`src/include/snow_consts.svh`:
```
`ifndef SNOW_CONSTS_SVH
`define SNOW_CONSTS_SVH

// map contents
`define SNOW_BLOCK_NUM 50
`define SNOW_FLAKE_NUM 15

// sprite boxes in pixels
`define SNOW_BLOCK_W 28
`define SNOW_BLOCK_H 42
`define SNOW_PLAYER_W 46
`define SNOW_PLAYER_H 33
`define SNOW_FLAKE_W 24
`define SNOW_FLAKE_H 26

// player rests on the ground row here
`define SNOW_SPAWN_X 0
`define SNOW_SPAWN_Y 367

// clock cycles per physics tick
`define SNOW_TICK_CYCLES 4

// ticks per pixel, sideways
`define SNOW_MOVE_TICKS 4

// ticks per pixel while rising and falling
`define SNOW_JUMP_START 2
`define SNOW_JUMP_END 8
`define SNOW_FALL_START 8
`define SNOW_FALL_MIN 2

// interval changes by this much every few pixels
`define SNOW_ACCEL_STEP 2
`define SNOW_ACCEL_PIXELS 3

`endif
```
`src/source/snow_pkg.sv`:
```
package snow_pkg;

    typedef logic [9:0] coord_x_t;
    typedef logic [8:0] coord_y_t;

    typedef struct packed {
        coord_x_t x;
        coord_y_t y;
    } pos_t;

    typedef struct packed {
        logic [7:0] code;
        logic       is_release;
    } key_event_t;

    typedef enum logic [7:0] {
        key_up      = 8'h1D,
        key_left    = 8'h1C,
        key_down    = 8'h1B,
        key_right   = 8'h23,
        key_respawn = 8'h2D
    } key_code_e;

    typedef struct packed {
        logic up;
        logic left;
        logic right;
    } held_keys_t;

    typedef struct packed {
        logic below;
        logic above;
        logic right;
        logic left;
    } contact_t;

    typedef enum logic [1:0] {
        on_ground,
        rising,
        falling
    } motion_state_e;

    // ground row, two middle ledges, one upper ledge
    function automatic pos_t block_pos(input int i);
        pos_t p;
        if (i < 22) begin
            p.x = coord_x_t'(25 * i);
            p.y = coord_y_t'(400);
        end else if (i < 29) begin
            p.x = coord_x_t'(100 + 25 * (i - 22));
            p.y = coord_y_t'(310);
        end else if (i < 36) begin
            p.x = coord_x_t'(300 + 25 * (i - 29));
            p.y = coord_y_t'(310);
        end else begin
            p.x = coord_x_t'(200 + 25 * (i - 36));
            p.y = coord_y_t'(230);
        end
        return p;
    endfunction

    // flakes stack in one column
    function automatic pos_t flake_pos(input int i);
        pos_t p;
        p.x = coord_x_t'(144);
        p.y = coord_y_t'(26 * i);
        return p;
    endfunction

endpackage

```
`src/source/snow_game_top.sv`:
```
`include "snow_consts.svh"

module snow_game_top
    import snow_pkg::*;
(
    input  logic                       clk,
    input  logic                       rst_i,
    input  key_event_t                 key_event_i,
    input  logic                       key_valid_i,
    output logic                       key_ready_o,
    output pos_t                       player_pos_o,
    output motion_state_e              motion_o,
    output logic [3:0]                 score_o,
    output logic [`SNOW_FLAKE_NUM-1:0] flakes_o
);

    held_keys_t held;
    logic       respawn_req;
    logic       respawn_ack;
    contact_t   contact;

    key_tracker u_keys (
        .clk           (clk),
        .rst_i         (rst_i),
        .key_event_i   (key_event_i),
        .key_valid_i   (key_valid_i),
        .key_ready_o   (key_ready_o),
        .respawn_ack_i (respawn_ack),
        .held_o        (held),
        .respawn_req_o (respawn_req)
    );

    block_collision u_coll (
        .clk       (clk),
        .rst_i     (rst_i),
        .pos_i     (player_pos_o),
        .contact_o (contact)
    );

    player_motion u_motion (
        .clk           (clk),
        .rst_i         (rst_i),
        .held_i        (held),
        .respawn_req_i (respawn_req),
        .respawn_ack_o (respawn_ack),
        .contact_i     (contact),
        .pos_o         (player_pos_o),
        .motion_o      (motion_o)
    );

    pickup_tracker u_pickup (
        .clk      (clk),
        .rst_i    (rst_i),
        .pos_i    (player_pos_o),
        .score_o  (score_o),
        .flakes_o (flakes_o)
    );

endmodule

```
`src/source/pickup_tracker.sv`:
```
`include "snow_consts.svh"

module pickup_tracker
    import snow_pkg::*;
(
    input  logic                       clk,
    input  logic                       rst_i,
    input  pos_t                       pos_i,
    output logic [3:0]                 score_o,
    output logic [`SNOW_FLAKE_NUM-1:0] flakes_o
);

    logic [`SNOW_FLAKE_NUM-1:0] hit;
    logic [`SNOW_FLAKE_NUM-1:0] new_hits;
    logic [3:0]                 new_cnt;
    logic [10:0]                px_hi;
    logic [9:0]                 py_hi;

    assign px_hi = {1'b0, pos_i.x} + 11'(`SNOW_PLAYER_W - 1);
    assign py_hi = {1'b0, pos_i.y} + 10'(`SNOW_PLAYER_H - 1);

    for (genvar g = 0; g < `SNOW_FLAKE_NUM; g++) begin : gen_flake
        localparam pos_t flk = flake_pos(g);
        localparam logic [10:0] fx_hi = 11'(flk.x + `SNOW_FLAKE_W - 1);
        localparam logic [9:0] fy_hi = 10'(flk.y + `SNOW_FLAKE_H - 1);

        // one shared pixel is enough
        assign hit[g] = ({1'b0, pos_i.x} <= fx_hi) && (px_hi >= 11'(flk.x))
                     && ({1'b0, pos_i.y} <= fy_hi) && (py_hi >= 10'(flk.y));
    end

    assign new_hits = hit & ~flakes_o;

    always_comb begin
        new_cnt = '0;
        for (int k = 0; k < `SNOW_FLAKE_NUM; k++)
            new_cnt = new_cnt + 4'(new_hits[k]);
    end

    always_ff @(posedge clk) begin
        if (rst_i) begin
            flakes_o <= '0;
            score_o  <= '0;
        end else begin
            flakes_o <= flakes_o | hit;
            score_o  <= score_o + new_cnt;
        end
    end

    a_score_matches_mask: assert property (
        @(posedge clk) disable iff (rst_i)
        int'(score_o) == $countones(flakes_o)
    );

endmodule

```
`src/source/player_motion.sv`:
```
`include "snow_consts.svh"

module player_motion
    import snow_pkg::*;
(
    input  logic          clk,
    input  logic          rst_i,
    input  held_keys_t    held_i,
    input  logic          respawn_req_i,
    output logic          respawn_ack_o,
    input  contact_t      contact_i,
    output pos_t          pos_o,
    output motion_state_e motion_o
);

    localparam int tw = $clog2(`SNOW_TICK_CYCLES);
    localparam int hw = $clog2(`SNOW_MOVE_TICKS);

    logic [tw-1:0] tick_cnt;
    logic          tick;
    logic [hw-1:0] hx_cnt;
    coord_x_t      x_q;
    coord_y_t      y_q;
    motion_state_e state_q;
    logic [3:0]    vy_cnt;
    logic [3:0]    rise_int;
    logic [3:0]    fall_int;
    logic [1:0]    pix_cnt;
    logic          move_right;
    logic          move_left;

    assign tick = (tick_cnt == tw'(`SNOW_TICK_CYCLES - 1));
    assign respawn_ack_o = tick && respawn_req_i;

    assign move_right = held_i.right && !held_i.left && !contact_i.right;
    // no wrap off the left screen edge
    assign move_left = held_i.left && !held_i.right && !contact_i.left && (x_q != '0);

    assign pos_o = '{x: x_q, y: y_q};
    assign motion_o = state_q;

    always_ff @(posedge clk) begin
        if (rst_i || tick) tick_cnt <= '0;
        else tick_cnt <= tick_cnt + 1'b1;
    end

    // sideways stepping
    always_ff @(posedge clk) begin
        if (rst_i) begin
            x_q    <= coord_x_t'(`SNOW_SPAWN_X);
            hx_cnt <= '0;
        end else if (tick) begin
            if (respawn_req_i) begin
                x_q    <= coord_x_t'(`SNOW_SPAWN_X);
                hx_cnt <= '0;
            end else if (move_right || move_left) begin
                if (hx_cnt == hw'(`SNOW_MOVE_TICKS - 1)) begin
                    hx_cnt <= '0;
                    x_q    <= move_right ? x_q + 1'b1 : x_q - 1'b1;
                end else begin
                    hx_cnt <= hx_cnt + 1'b1;
                end
            end else begin
                hx_cnt <= '0;
            end
        end
    end

    // vertical motion FSM
    always_ff @(posedge clk) begin
        if (rst_i || respawn_ack_o) begin
            state_q  <= on_ground;
            y_q      <= coord_y_t'(`SNOW_SPAWN_Y);
            vy_cnt   <= '0;
            pix_cnt  <= '0;
            rise_int <= 4'(`SNOW_JUMP_START);
            fall_int <= 4'(`SNOW_FALL_START);
        end else if (tick) begin
            case (state_q)
                on_ground: begin
                    vy_cnt  <= '0;
                    pix_cnt <= '0;
                    if (held_i.up && contact_i.below) begin
                        state_q  <= rising;
                        rise_int <= 4'(`SNOW_JUMP_START);
                    end else if (!contact_i.below) begin
                        state_q  <= falling;
                        fall_int <= 4'(`SNOW_FALL_START);
                    end
                end
                rising: begin
                    if (contact_i.above || rise_int >= 4'(`SNOW_JUMP_END)) begin
                        state_q  <= falling;
                        fall_int <= 4'(`SNOW_FALL_START);
                        vy_cnt   <= '0;
                        pix_cnt  <= '0;
                    end else if (vy_cnt == rise_int - 4'd1) begin
                        vy_cnt <= '0;
                        y_q    <= y_q - 1'b1;
                        // slow down as the rise goes on
                        if (pix_cnt == 2'(`SNOW_ACCEL_PIXELS - 1)) begin
                            pix_cnt  <= '0;
                            rise_int <= rise_int + 4'(`SNOW_ACCEL_STEP);
                        end else begin
                            pix_cnt <= pix_cnt + 1'b1;
                        end
                    end else begin
                        vy_cnt <= vy_cnt + 1'b1;
                    end
                end
                falling: begin
                    if (contact_i.below) begin
                        state_q <= on_ground;
                    end else if (vy_cnt == fall_int - 4'd1) begin
                        vy_cnt <= '0;
                        y_q    <= y_q + 1'b1;
                        if (pix_cnt == 2'(`SNOW_ACCEL_PIXELS - 1)) begin
                            pix_cnt <= '0;
                            // speed up, capped at the fastest fall
                            if (fall_int >= 4'(`SNOW_FALL_MIN + `SNOW_ACCEL_STEP))
                                fall_int <= fall_int - 4'(`SNOW_ACCEL_STEP);
                            else
                                fall_int <= 4'(`SNOW_FALL_MIN);
                        end else begin
                            pix_cnt <= pix_cnt + 1'b1;
                        end
                    end else begin
                        vy_cnt <= vy_cnt + 1'b1;
                    end
                end
                default: state_q <= on_ground;
            endcase
        end
    end

    // standing still vertically unless a respawn moves the player
    a_ground_y_stable: assert property (
        @(posedge clk) disable iff (rst_i)
        (state_q == on_ground && !respawn_ack_o) |=> $stable(y_q)
    );

endmodule

```
`src/source/block_collision.sv`:
```
`include "snow_consts.svh"

module block_collision
    import snow_pkg::*;
(
    input  logic     clk,
    input  logic     rst_i,
    input  pos_t     pos_i,
    output contact_t contact_o
);

    logic [`SNOW_BLOCK_NUM-1:0] hit_below;
    logic [`SNOW_BLOCK_NUM-1:0] hit_above;
    logic [`SNOW_BLOCK_NUM-1:0] hit_right;
    logic [`SNOW_BLOCK_NUM-1:0] hit_left;

    // player box edges, widened so the sums cannot wrap
    logic [10:0] px_lo;
    logic [10:0] px_hi;
    logic [9:0]  py_lo;
    logic [9:0]  py_hi;

    assign px_lo = {1'b0, pos_i.x};
    assign px_hi = px_lo + 11'(`SNOW_PLAYER_W - 1);
    assign py_lo = {1'b0, pos_i.y};
    assign py_hi = py_lo + 10'(`SNOW_PLAYER_H - 1);

    for (genvar g = 0; g < `SNOW_BLOCK_NUM; g++) begin : gen_block
        localparam pos_t blk = block_pos(g);
        localparam logic [10:0] bx_lo = 11'(blk.x);
        localparam logic [10:0] bx_hi = 11'(blk.x + `SNOW_BLOCK_W - 1);
        localparam logic [9:0] by_lo = 10'(blk.y);
        localparam logic [9:0] by_hi = 10'(blk.y + `SNOW_BLOCK_H - 1);

        logic x_ov;
        logic y_ov;

        assign x_ov = (px_lo <= bx_hi) && (px_hi >= bx_lo);
        assign y_ov = (py_lo <= by_hi) && (py_hi >= by_lo);

        // touching means the boxes sit one pixel apart on one axis
        assign hit_below[g] = x_ov && (py_hi + 10'd1 == by_lo);
        assign hit_above[g] = x_ov && (py_lo == by_hi + 10'd1);
        assign hit_right[g] = y_ov && (px_hi + 11'd1 == bx_lo);
        assign hit_left[g]  = y_ov && (px_lo == bx_hi + 11'd1);
    end

    always_ff @(posedge clk) begin
        if (rst_i) begin
            contact_o <= '0;
        end else begin
            contact_o.below <= |hit_below;
            contact_o.above <= |hit_above;
            contact_o.right <= |hit_right;
            contact_o.left  <= |hit_left;
        end
    end

endmodule

```
`src/source/key_tracker.sv`:
```
module key_tracker
    import snow_pkg::*;
(
    input  logic       clk,
    input  logic       rst_i,
    input  key_event_t key_event_i,
    input  logic       key_valid_i,
    output logic       key_ready_o,
    input  logic       respawn_ack_i,
    output held_keys_t held_o,
    output logic       respawn_req_o
);

    logic      accept;
    key_code_e code;

    assign accept = key_valid_i && key_ready_o;
    assign code = key_code_e'(key_event_i.code);

    always_ff @(posedge clk) begin
        if (rst_i) begin
            held_o        <= '0;
            respawn_req_o <= 1'b0;
            key_ready_o   <= 1'b1;
        end else if (accept) begin
            // press sets, release clears, only for the key named
            case (code)
                key_up:    held_o.up    <= !key_event_i.is_release;
                key_left:  held_o.left  <= !key_event_i.is_release;
                key_right: held_o.right <= !key_event_i.is_release;
                key_respawn: begin
                    if (!key_event_i.is_release) begin
                        respawn_req_o <= 1'b1;
                        key_ready_o   <= 1'b0;
                    end
                end
                // down and unknown codes do nothing here
                default: begin
                end
            endcase
        end else if (respawn_ack_i) begin
            // stall ends once the physics tick has moved the player
            respawn_req_o <= 1'b0;
            key_ready_o   <= 1'b1;
        end
    end

    // a pending respawn always blocks new events
    a_req_blocks_ready: assert property (
        @(posedge clk) disable iff (rst_i)
        !(respawn_req_o && key_ready_o)
    );

endmodule

```
`config.mk`:
```
export PLATFORM = sky130hd
export DESIGN_NAME = snow_game_top
export DESIGN_NICKNAME = d
export VERILOG_FILES = /design/src/source/snow_pkg.sv /design/src/source/snow_game_top.sv /design/src/source/pickup_tracker.sv /design/src/source/player_motion.sv /design/src/source/block_collision.sv /design/src/source/key_tracker.sv
export VERILOG_INCLUDE_DIRS = /design/src /design/src/include
export SDC_FILE = /design/constraint.sdc
export NUM_CORES = 1
export LEC_CHECK = 0
export BUFFER_PORTS_ARGS = -buffer_cell sky130_fd_sc_hd__buf_2
export CELL_PAD_IN_SITES_DETAIL_PLACEMENT = 1
export CELL_PAD_IN_SITES_GLOBAL_PLACEMENT = 1
export CORE_UTILIZATION = 50
export CTS_BUF_LIST = sky130_fd_sc_hd__clkbuf_16
export DETAILED_ROUTE_END_ITERATION = 6
export PLACE_DENSITY = 0.84
export SLEW_MARGIN = 20
export SYNTH_ARGS = -nofsm -noshare
export SYNTH_HDL_FRONTEND = slang
export SYNTH_HIERARCHICAL = 1
export SYNTH_SLANG_ARGS = --single-unit
export TNS_END_PERCENT = 30
```
`constraint.sdc`:
```
create_clock -name clk -period 14.8 [get_ports clk]
set_input_delay 0.74 -clock clk [delete_from_list [all_inputs] [get_ports clk]]
set_output_delay 0.74 -clock clk [all_outputs]
set_load 0.02 [all_outputs]
```
# Word level (Yosys, flattened, before mapping)
# Index checks and enable logic that the tools add are counted.
[classes]
n_reduce_logical = 297
n_bitwise = 3
n_addsub = 31
magnitude_cmp = 84
eq_ne = 75
muxes = 49
[op_table]
columns = ["op", "n"]
rows = [
  ["$logic_and 1x1->1", 264],
  ["$reduce_or 50->1", 4],
  ["$eq 10x9->1 const B", 12],
  ["$eq 11x9->1 const B", 10],
  ["$ge 11x9->1 const B", 10],
  ["$le 10x9->1 const B", 10],
  ["$le 9x9->1 const B", 9],
  ["$eq 10x8->1 const B", 7],
  ["$ge 10x9->1 const B", 7],
  ["$ge 11x8->1 const B", 6],
  ["$ge 10x8->1 const B", 6],
  ["$le 10x8->1 const B", 6],
  ["$mux 4", 15],
  ["$eq 11x8->1 const B", 5],
  ["$add 4x1->4", 13],
  ["$le 9x8->1 const B", 5],
  ["$mux 10", 4],
  ["$mux 9", 4],
  ["$eq 11x7->1 const B", 3],
  ["$ge 11x7->1 const B", 3],
  ["$le 10x7->1 const B", 3],
  ["$eq 9x9->1 const B", 3],
  ["$mux 2", 12],
  ["$pmux 4 s3", 2],
  ["66 further kinds", 116],
]
[totals]
reg_bits = 67
input_bits = 12
out_inout_bits = 41

# Logic depth before layout (Yosys ltp)
[logic_depth]
depth_word = 21
ltp_mapped = 21

# Modules after synthesis
# Netlist, hierarchy kept.
[modules_own_cells]
columns = ["module", "cells_each", "n_inst", "area_each_um2"]
rows = [
  ["block_collision", 539, 1, 3502.1],
  ["player_motion", 303, 1, 2587.5],
  ["pickup_tracker", 298, 1, 2218.4],
  ["key_tracker", 25, 1, 269.0],
]

# Worst setup path before layout
# Ideal clock, no wire load.
[synth_path]
path_type = "reg-to-reg"
from = "register u_motion.y_q[5]"
to = "register u_pickup.score_o[3]"
n_path_buf = 2
path_slack_ps = 9461
t_required_ps = 14672
t_arrival_ps = 5211
period_less_slack_ps = 5339
stages_incl_launch_ff = 22
cell_sequence = "dfxtp_1 clkbuf_1 inv_2 ha_1 clkbuf_1 a21o_1 o21ai_0 a22oi_1 a21oi_1 or3_1 fa_1 inv_1 fa_1 fa_1 inv_1 fa_1 inv_1 ha_1 a21o_1 a21oi_1 xnor2_1 nor2_1"
[synth_between]
elab_chain_len = 19
[synth_rtl]
columns = ["element", "line", "text"]
rows = [
  ["from (decl)", "player_motion.sv:23", "coord_y_t y_q;"],
  ["from (signal assigned)", "player_motion.sv:73", "y_q <= coord_y_t'(`SNOW_SPAWN_Y);"],
  ["from (signal assigned)", "player_motion.sv:99", "y_q <= y_q - 1'b1;"],
  ["from (signal assigned)", "player_motion.sv:116", "y_q <= y_q + 1'b1;"],
  ["$add 9x6->10, or another cell as far along", "pickup_tracker.sv:20", "assign py_hi = {1'b0, pos_i.y} + 10'(`SNOW_PLAYER_H - 1);"],
  ["$ge 10x1->1, or another cell as far along", "pickup_tracker.sv:29", "&& ({1'b0, pos_i.y} <= fy_hi) && (py_hi >= 10'(flk.y));"],
  ["$logic_and 1x1->1", "pickup_tracker.sv:29", ""],
  ["$and 15x15->15 *", "pickup_tracker.sv:32", "assign new_hits = hit & ~flakes_o;"],
  ["$add 1x1->2", "pickup_tracker.sv:37", "new_cnt = new_cnt + 4'(new_hits[k]);"],
  ["$add 4x1->4 (12 in series)", "pickup_tracker.sv:37", ""],
  ["$add 4x1->4 *", "pickup_tracker.sv:37", ""],
  ["$add 4x4->4 *", "pickup_tracker.sv:46", "score_o <= score_o + new_cnt;"],
  ["to (signal assigned)", "pickup_tracker.sv:46", ""],
  ["to (decl)", "pickup_tracker.sv:9", "output logic [3:0] score_o,"],
]
# Every way passes the cells marked *; elsewhere a longest branch is shown, timed or not.
# A chain may end at the register's enable or synchronous reset.

# Final worst setup path
[layout_path]
from = "register u_motion.x_q[1]"
to = "register u_pickup.score_o[3]"
[layout_between]
elab_chain_len = 21
[layout_rtl]
columns = ["element", "line", "text"]
rows = [
  ["from (decl)", "player_motion.sv:22", "coord_x_t x_q;"],
  ["from (signal assigned)", "player_motion.sv:50", "x_q <= coord_x_t'(`SNOW_SPAWN_X);"],
  ["from (signal assigned)", "player_motion.sv:54", "x_q <= coord_x_t'(`SNOW_SPAWN_X);"],
  ["from (signal assigned)", "player_motion.sv:59", "x_q <= move_right ? x_q + 1'b1 : x_q - 1'b1;"],
  ["$add 10x6->11", "pickup_tracker.sv:19", "assign px_hi = {1'b0, pos_i.x} + 11'(`SNOW_PLAYER_W - 1);"],
  ["$ge 11x8->1", "pickup_tracker.sv:28", "assign hit[g] = ({1'b0, pos_i.x} <= fx_hi) && (px_hi >= 11'(flk.x))"],
  ["$logic_and 1x1->1 *", "pickup_tracker.sv:28", ""],
  ["$logic_and 1x1->1 (2 in series)", "pickup_tracker.sv:29", ""],
  ["$and 15x15->15 *", "pickup_tracker.sv:32", ""],
  ["$add 1x1->2", "pickup_tracker.sv:37", ""],
  ["$add 4x1->4 (12 in series)", "pickup_tracker.sv:37", ""],
  ["$add 4x1->4 *", "pickup_tracker.sv:37", ""],
  ["$add 4x4->4 *", "pickup_tracker.sv:46", ""],
]
# Marked as above.

==> results.ini <==
[worst_setup_path]
critPathCaptureType = flip-flop
reg2reg_setup_slack_ps = 8980
reg2reg_from = u_motion/x_q[1]$_SDFFE_PP0P_
critPathKind = reg2reg
required_ps = 15010
crit_path_start_kind = flip-flop
rr_endpoint = u_pickup/score_o[3]$_SDFF_PP0_
critPathArrivalTime_ps = 6030
crit_fanout = 25
r2r_cells = 16

[clock_tree]
cts.sinks = 65
htreeDepth = 3
cts.clk_slew.worst_paths_ps = 60
cts_tree = done
clk_latency_ps = 340
numCtsBuffers = 9
post_cts_buffers = 0
cts_buffer_depth = 2
post_cts_resize_count = 0
root_buffer = clkbuf_16
ctsHoldBuffers = 0

[sta]
rsz0062_at_grt = no
finalSetupViolCount = 0
slew_violations = 0
hold_viol_final = 0
fin_crit_ps = 5820
relSlewSlack = 0.272
finClkSkew_ps = 9.79
min_period_over_period = 0.393
max_freq_ghz = 0.172
worstMarginPinSlew_ps = 1090
fin_tns_setup_ps = 0

[global_route]
antenna_found_initial = 0
grt_pass1_wl_um = 49400
grt_max_degree = 49
track_usage = 0.344
gr-total-overflow = 0
grt_pass1_vias = 9381

[power_and_ir_drop]
p_per_area_nw_per_um2 = 53.4
p_total_uw = 492
total_leakage_power_uw = 0.00352
peakVddDrop_v = 0.0000574

[job]
drv_cap = 0

[die]
start_util = 0.515
die_area_um2 = 17700
core_um2 = 16600
rows = 47
io_pins = 53
die-width_um = 133
fp.dieH_um = 133

[yosys]
ys_ff_latch = 65
yosysSeqAreaShare = 0.152
yosysWarnings = 6
async_flop_share = 0
syn_avg_cell_area_um2 = 7.36
yosys.area.top_type_share = 0.152
synth_top_cell_by_area = dfxtp_1
syn_nets = 1242
syn_inst = 1165
syn_area_um2 = 8580
synth_flop_cell = dfxtp_1
synth_edf_count = 0
ys_types = 107
synth_area_leaders = dfxtp_1 15%, ha_1 7.6%, nand2_1 4.4%, nor2_1 4.3%, a21oi_1 4.2%

[worst_hold_path]
hp-class = reg2reg
min-delay-start = u_motion/tick_cnt[0]$_SDFF_PP0_
whs_endpoint = u_motion/tick_cnt[0]$_SDFF_PP0_
hold_path_depth = 1

[cells_and_area]
fillers = 2156
syn_to_final_growth_pct = 7.43
diodes = 0
drive_gt1_frac = 0.120
post_layout_nonfiller_instances = 1389
final_cell_area_um2 = 9210
layout.nets = 1241
utilization = 0.554

[routing]
drt.antenna.violating_nets = 0
avgViaCountPerCell = 6.84
drc_errors = 0
drtIter0Drc = 888
routedWlPerCell_um = 21.9
num_vias = 9494
drt_first_pass_iters = 6
drt-total-wl_um = 30500

[placed_design]
gp_congestion = 0.966
hpwl_um = 21200
place_area_um2 = 8870
dp_cells = 1373
portBuffers = 52

[status]
status = finished clean

-- metrics by stage --
step / setup WS (ps) / hold WS, ps
floorplan: 9460 / 404
global placement: 9350 / 419
detailed placement: 9170 / 423
CTS: 9010 / 432
global route: 8710 / 441
finish: 8980 / 432
-- cell usage after synthesis, types with 25 or more instances --
| cell | instances |
|---|---|
| o21ai_0 | 59 |
| nand2_1 | 100 |
| dfxtp_1 | 65 |
| xnor2_1 | 26 |
| ha_1 | 52 |
| nand4_1 | 25 |
| nand3_1 | 44 |
| nor3_1 | 40 |
| nor2_1 | 98 |
| inv_1 | 56 |
| clkbuf_1 | 46 |
| a21oi_1 | 72 |
-- cells in the final DEF (no fill, tap or decap), drive strengths merged, types with 15 or more instances in the layout --
cell	count
nand3	46
nand2	101
a21oi	74
inv	60
nand4	25
nor3	40
nor2b	17
o22ai	15
ha	52
and2	15
o31ai	15
o211ai	24
buf	70
xnor2	27
a31oi	20
nor2	99
o21ai	70
nor4	15
nand2b	16
dfxtp	65
xor2	18
-- critical path, cell delays in order (launching register included) --
cell      delay, ps
dfxtp_1         620
a2111o_1        560
a32oi_1         880
nor3_1          210
o311ai_1        230
nor2_1          130
fa_1            480
fa_1            460
fa_1            550
inv_1            70
fa_1            590
inv_1            60
ha_1            290
a21o_1          160
a21oi_1         210
xnor2_1         140
nor2_1           50
-- layout make-up --
| cell class | count | area (µm²) | area share |
|---|---|---|---|
| clock buffers | 9 | 225 | 0.0244 |
| clock inverters | 7 | 119 | 0.0129 |
| inverters | 61 | 229 | 0.0249 |
| multi-input cells | 957 | 6670 | 0.723 |
| flip-flops and latches | 65 | 1310 | 0.142 |
| well taps | 220 | 275 | 0.0299 |
| repair buffers | 70 | 395 | 0.0429 |
-- where the power goes --
group	switching (µW)	internal, µW	leakage (µW)	total (µW)
clock	86.5	165	0.000163	251
combinational	41.2	20.2	0.00283	61.4
sequential	2.05	177	0.000526	179
total	130	362	0.00352	492
-- cells by family (layout without fill, tap and decap cells) --
family | after synthesis | count (layout) | synth area share
buffers and inverters | 143 | 147 | 0.0712
and+or+nand+nor | 458 | 458 | 0.288
muxes | 8 | 8 | 0.00977
xor gates and xnor gates | 48 | 48 | 0.0565
DFF | 65 | 65 | 0.152
AOI/OAI and AO/OA | 378 | 378 | 0.316
adders and majority gates | 65 | 65 | 0.106
-- registers in the layout, indices dropped and copies added, names as in the netlist, 3 cells and up --
register and cells:
u_motion/fall_int 3, u_motion/y_q 9, u_pickup/flakes_o 15, u_coll/contact_o 4
u_motion/x_q 10, u_keys/held_o 3, u_motion/vy_cnt 4, u_motion/rise_int 3
u_pickup/score_o 4
-- metal layers --
layer	GRT usage	part of all wire	wire [µm]
met2	0.565	0.46	14200
met4	0.173	0.048	1470
met1	0.441	0.43	13000
met3	0.0452	0.061	1870
met5	0	0	0
-- worst max path at each step --
stage | end | slack (ps) | from
after global placement | u_pickup/score_o[3]$_SDFF_PP0_ | 9350 | u_motion/y_q[0]$_SDFFE_PP1P_
after detailed placement | u_pickup/score_o[3]$_SDFF_PP0_ | 9170 | u_motion/x_q[1]$_SDFFE_PP0P_
after CTS | u_pickup/score_o[3]$_SDFF_PP0_ | 9010 | u_motion/x_q[1]$_SDFFE_PP0P_
after global routing | u_pickup/score_o[3]$_SDFF_PP0_ | 8710 | u_motion/x_q[7]$_SDFFE_PP0P_
after floorplan | u_pickup/score_o[3]$_SDFF_PP0_ | 9460 | u_motion/y_q[5]$_SDFFE_PP1P_
final | u_pickup/score_o[3]$_SDFF_PP0_ | 8980 | u_motion/x_q[1]$_SDFFE_PP0P_
Note: power is estimated with default switching activity, not from simulation.
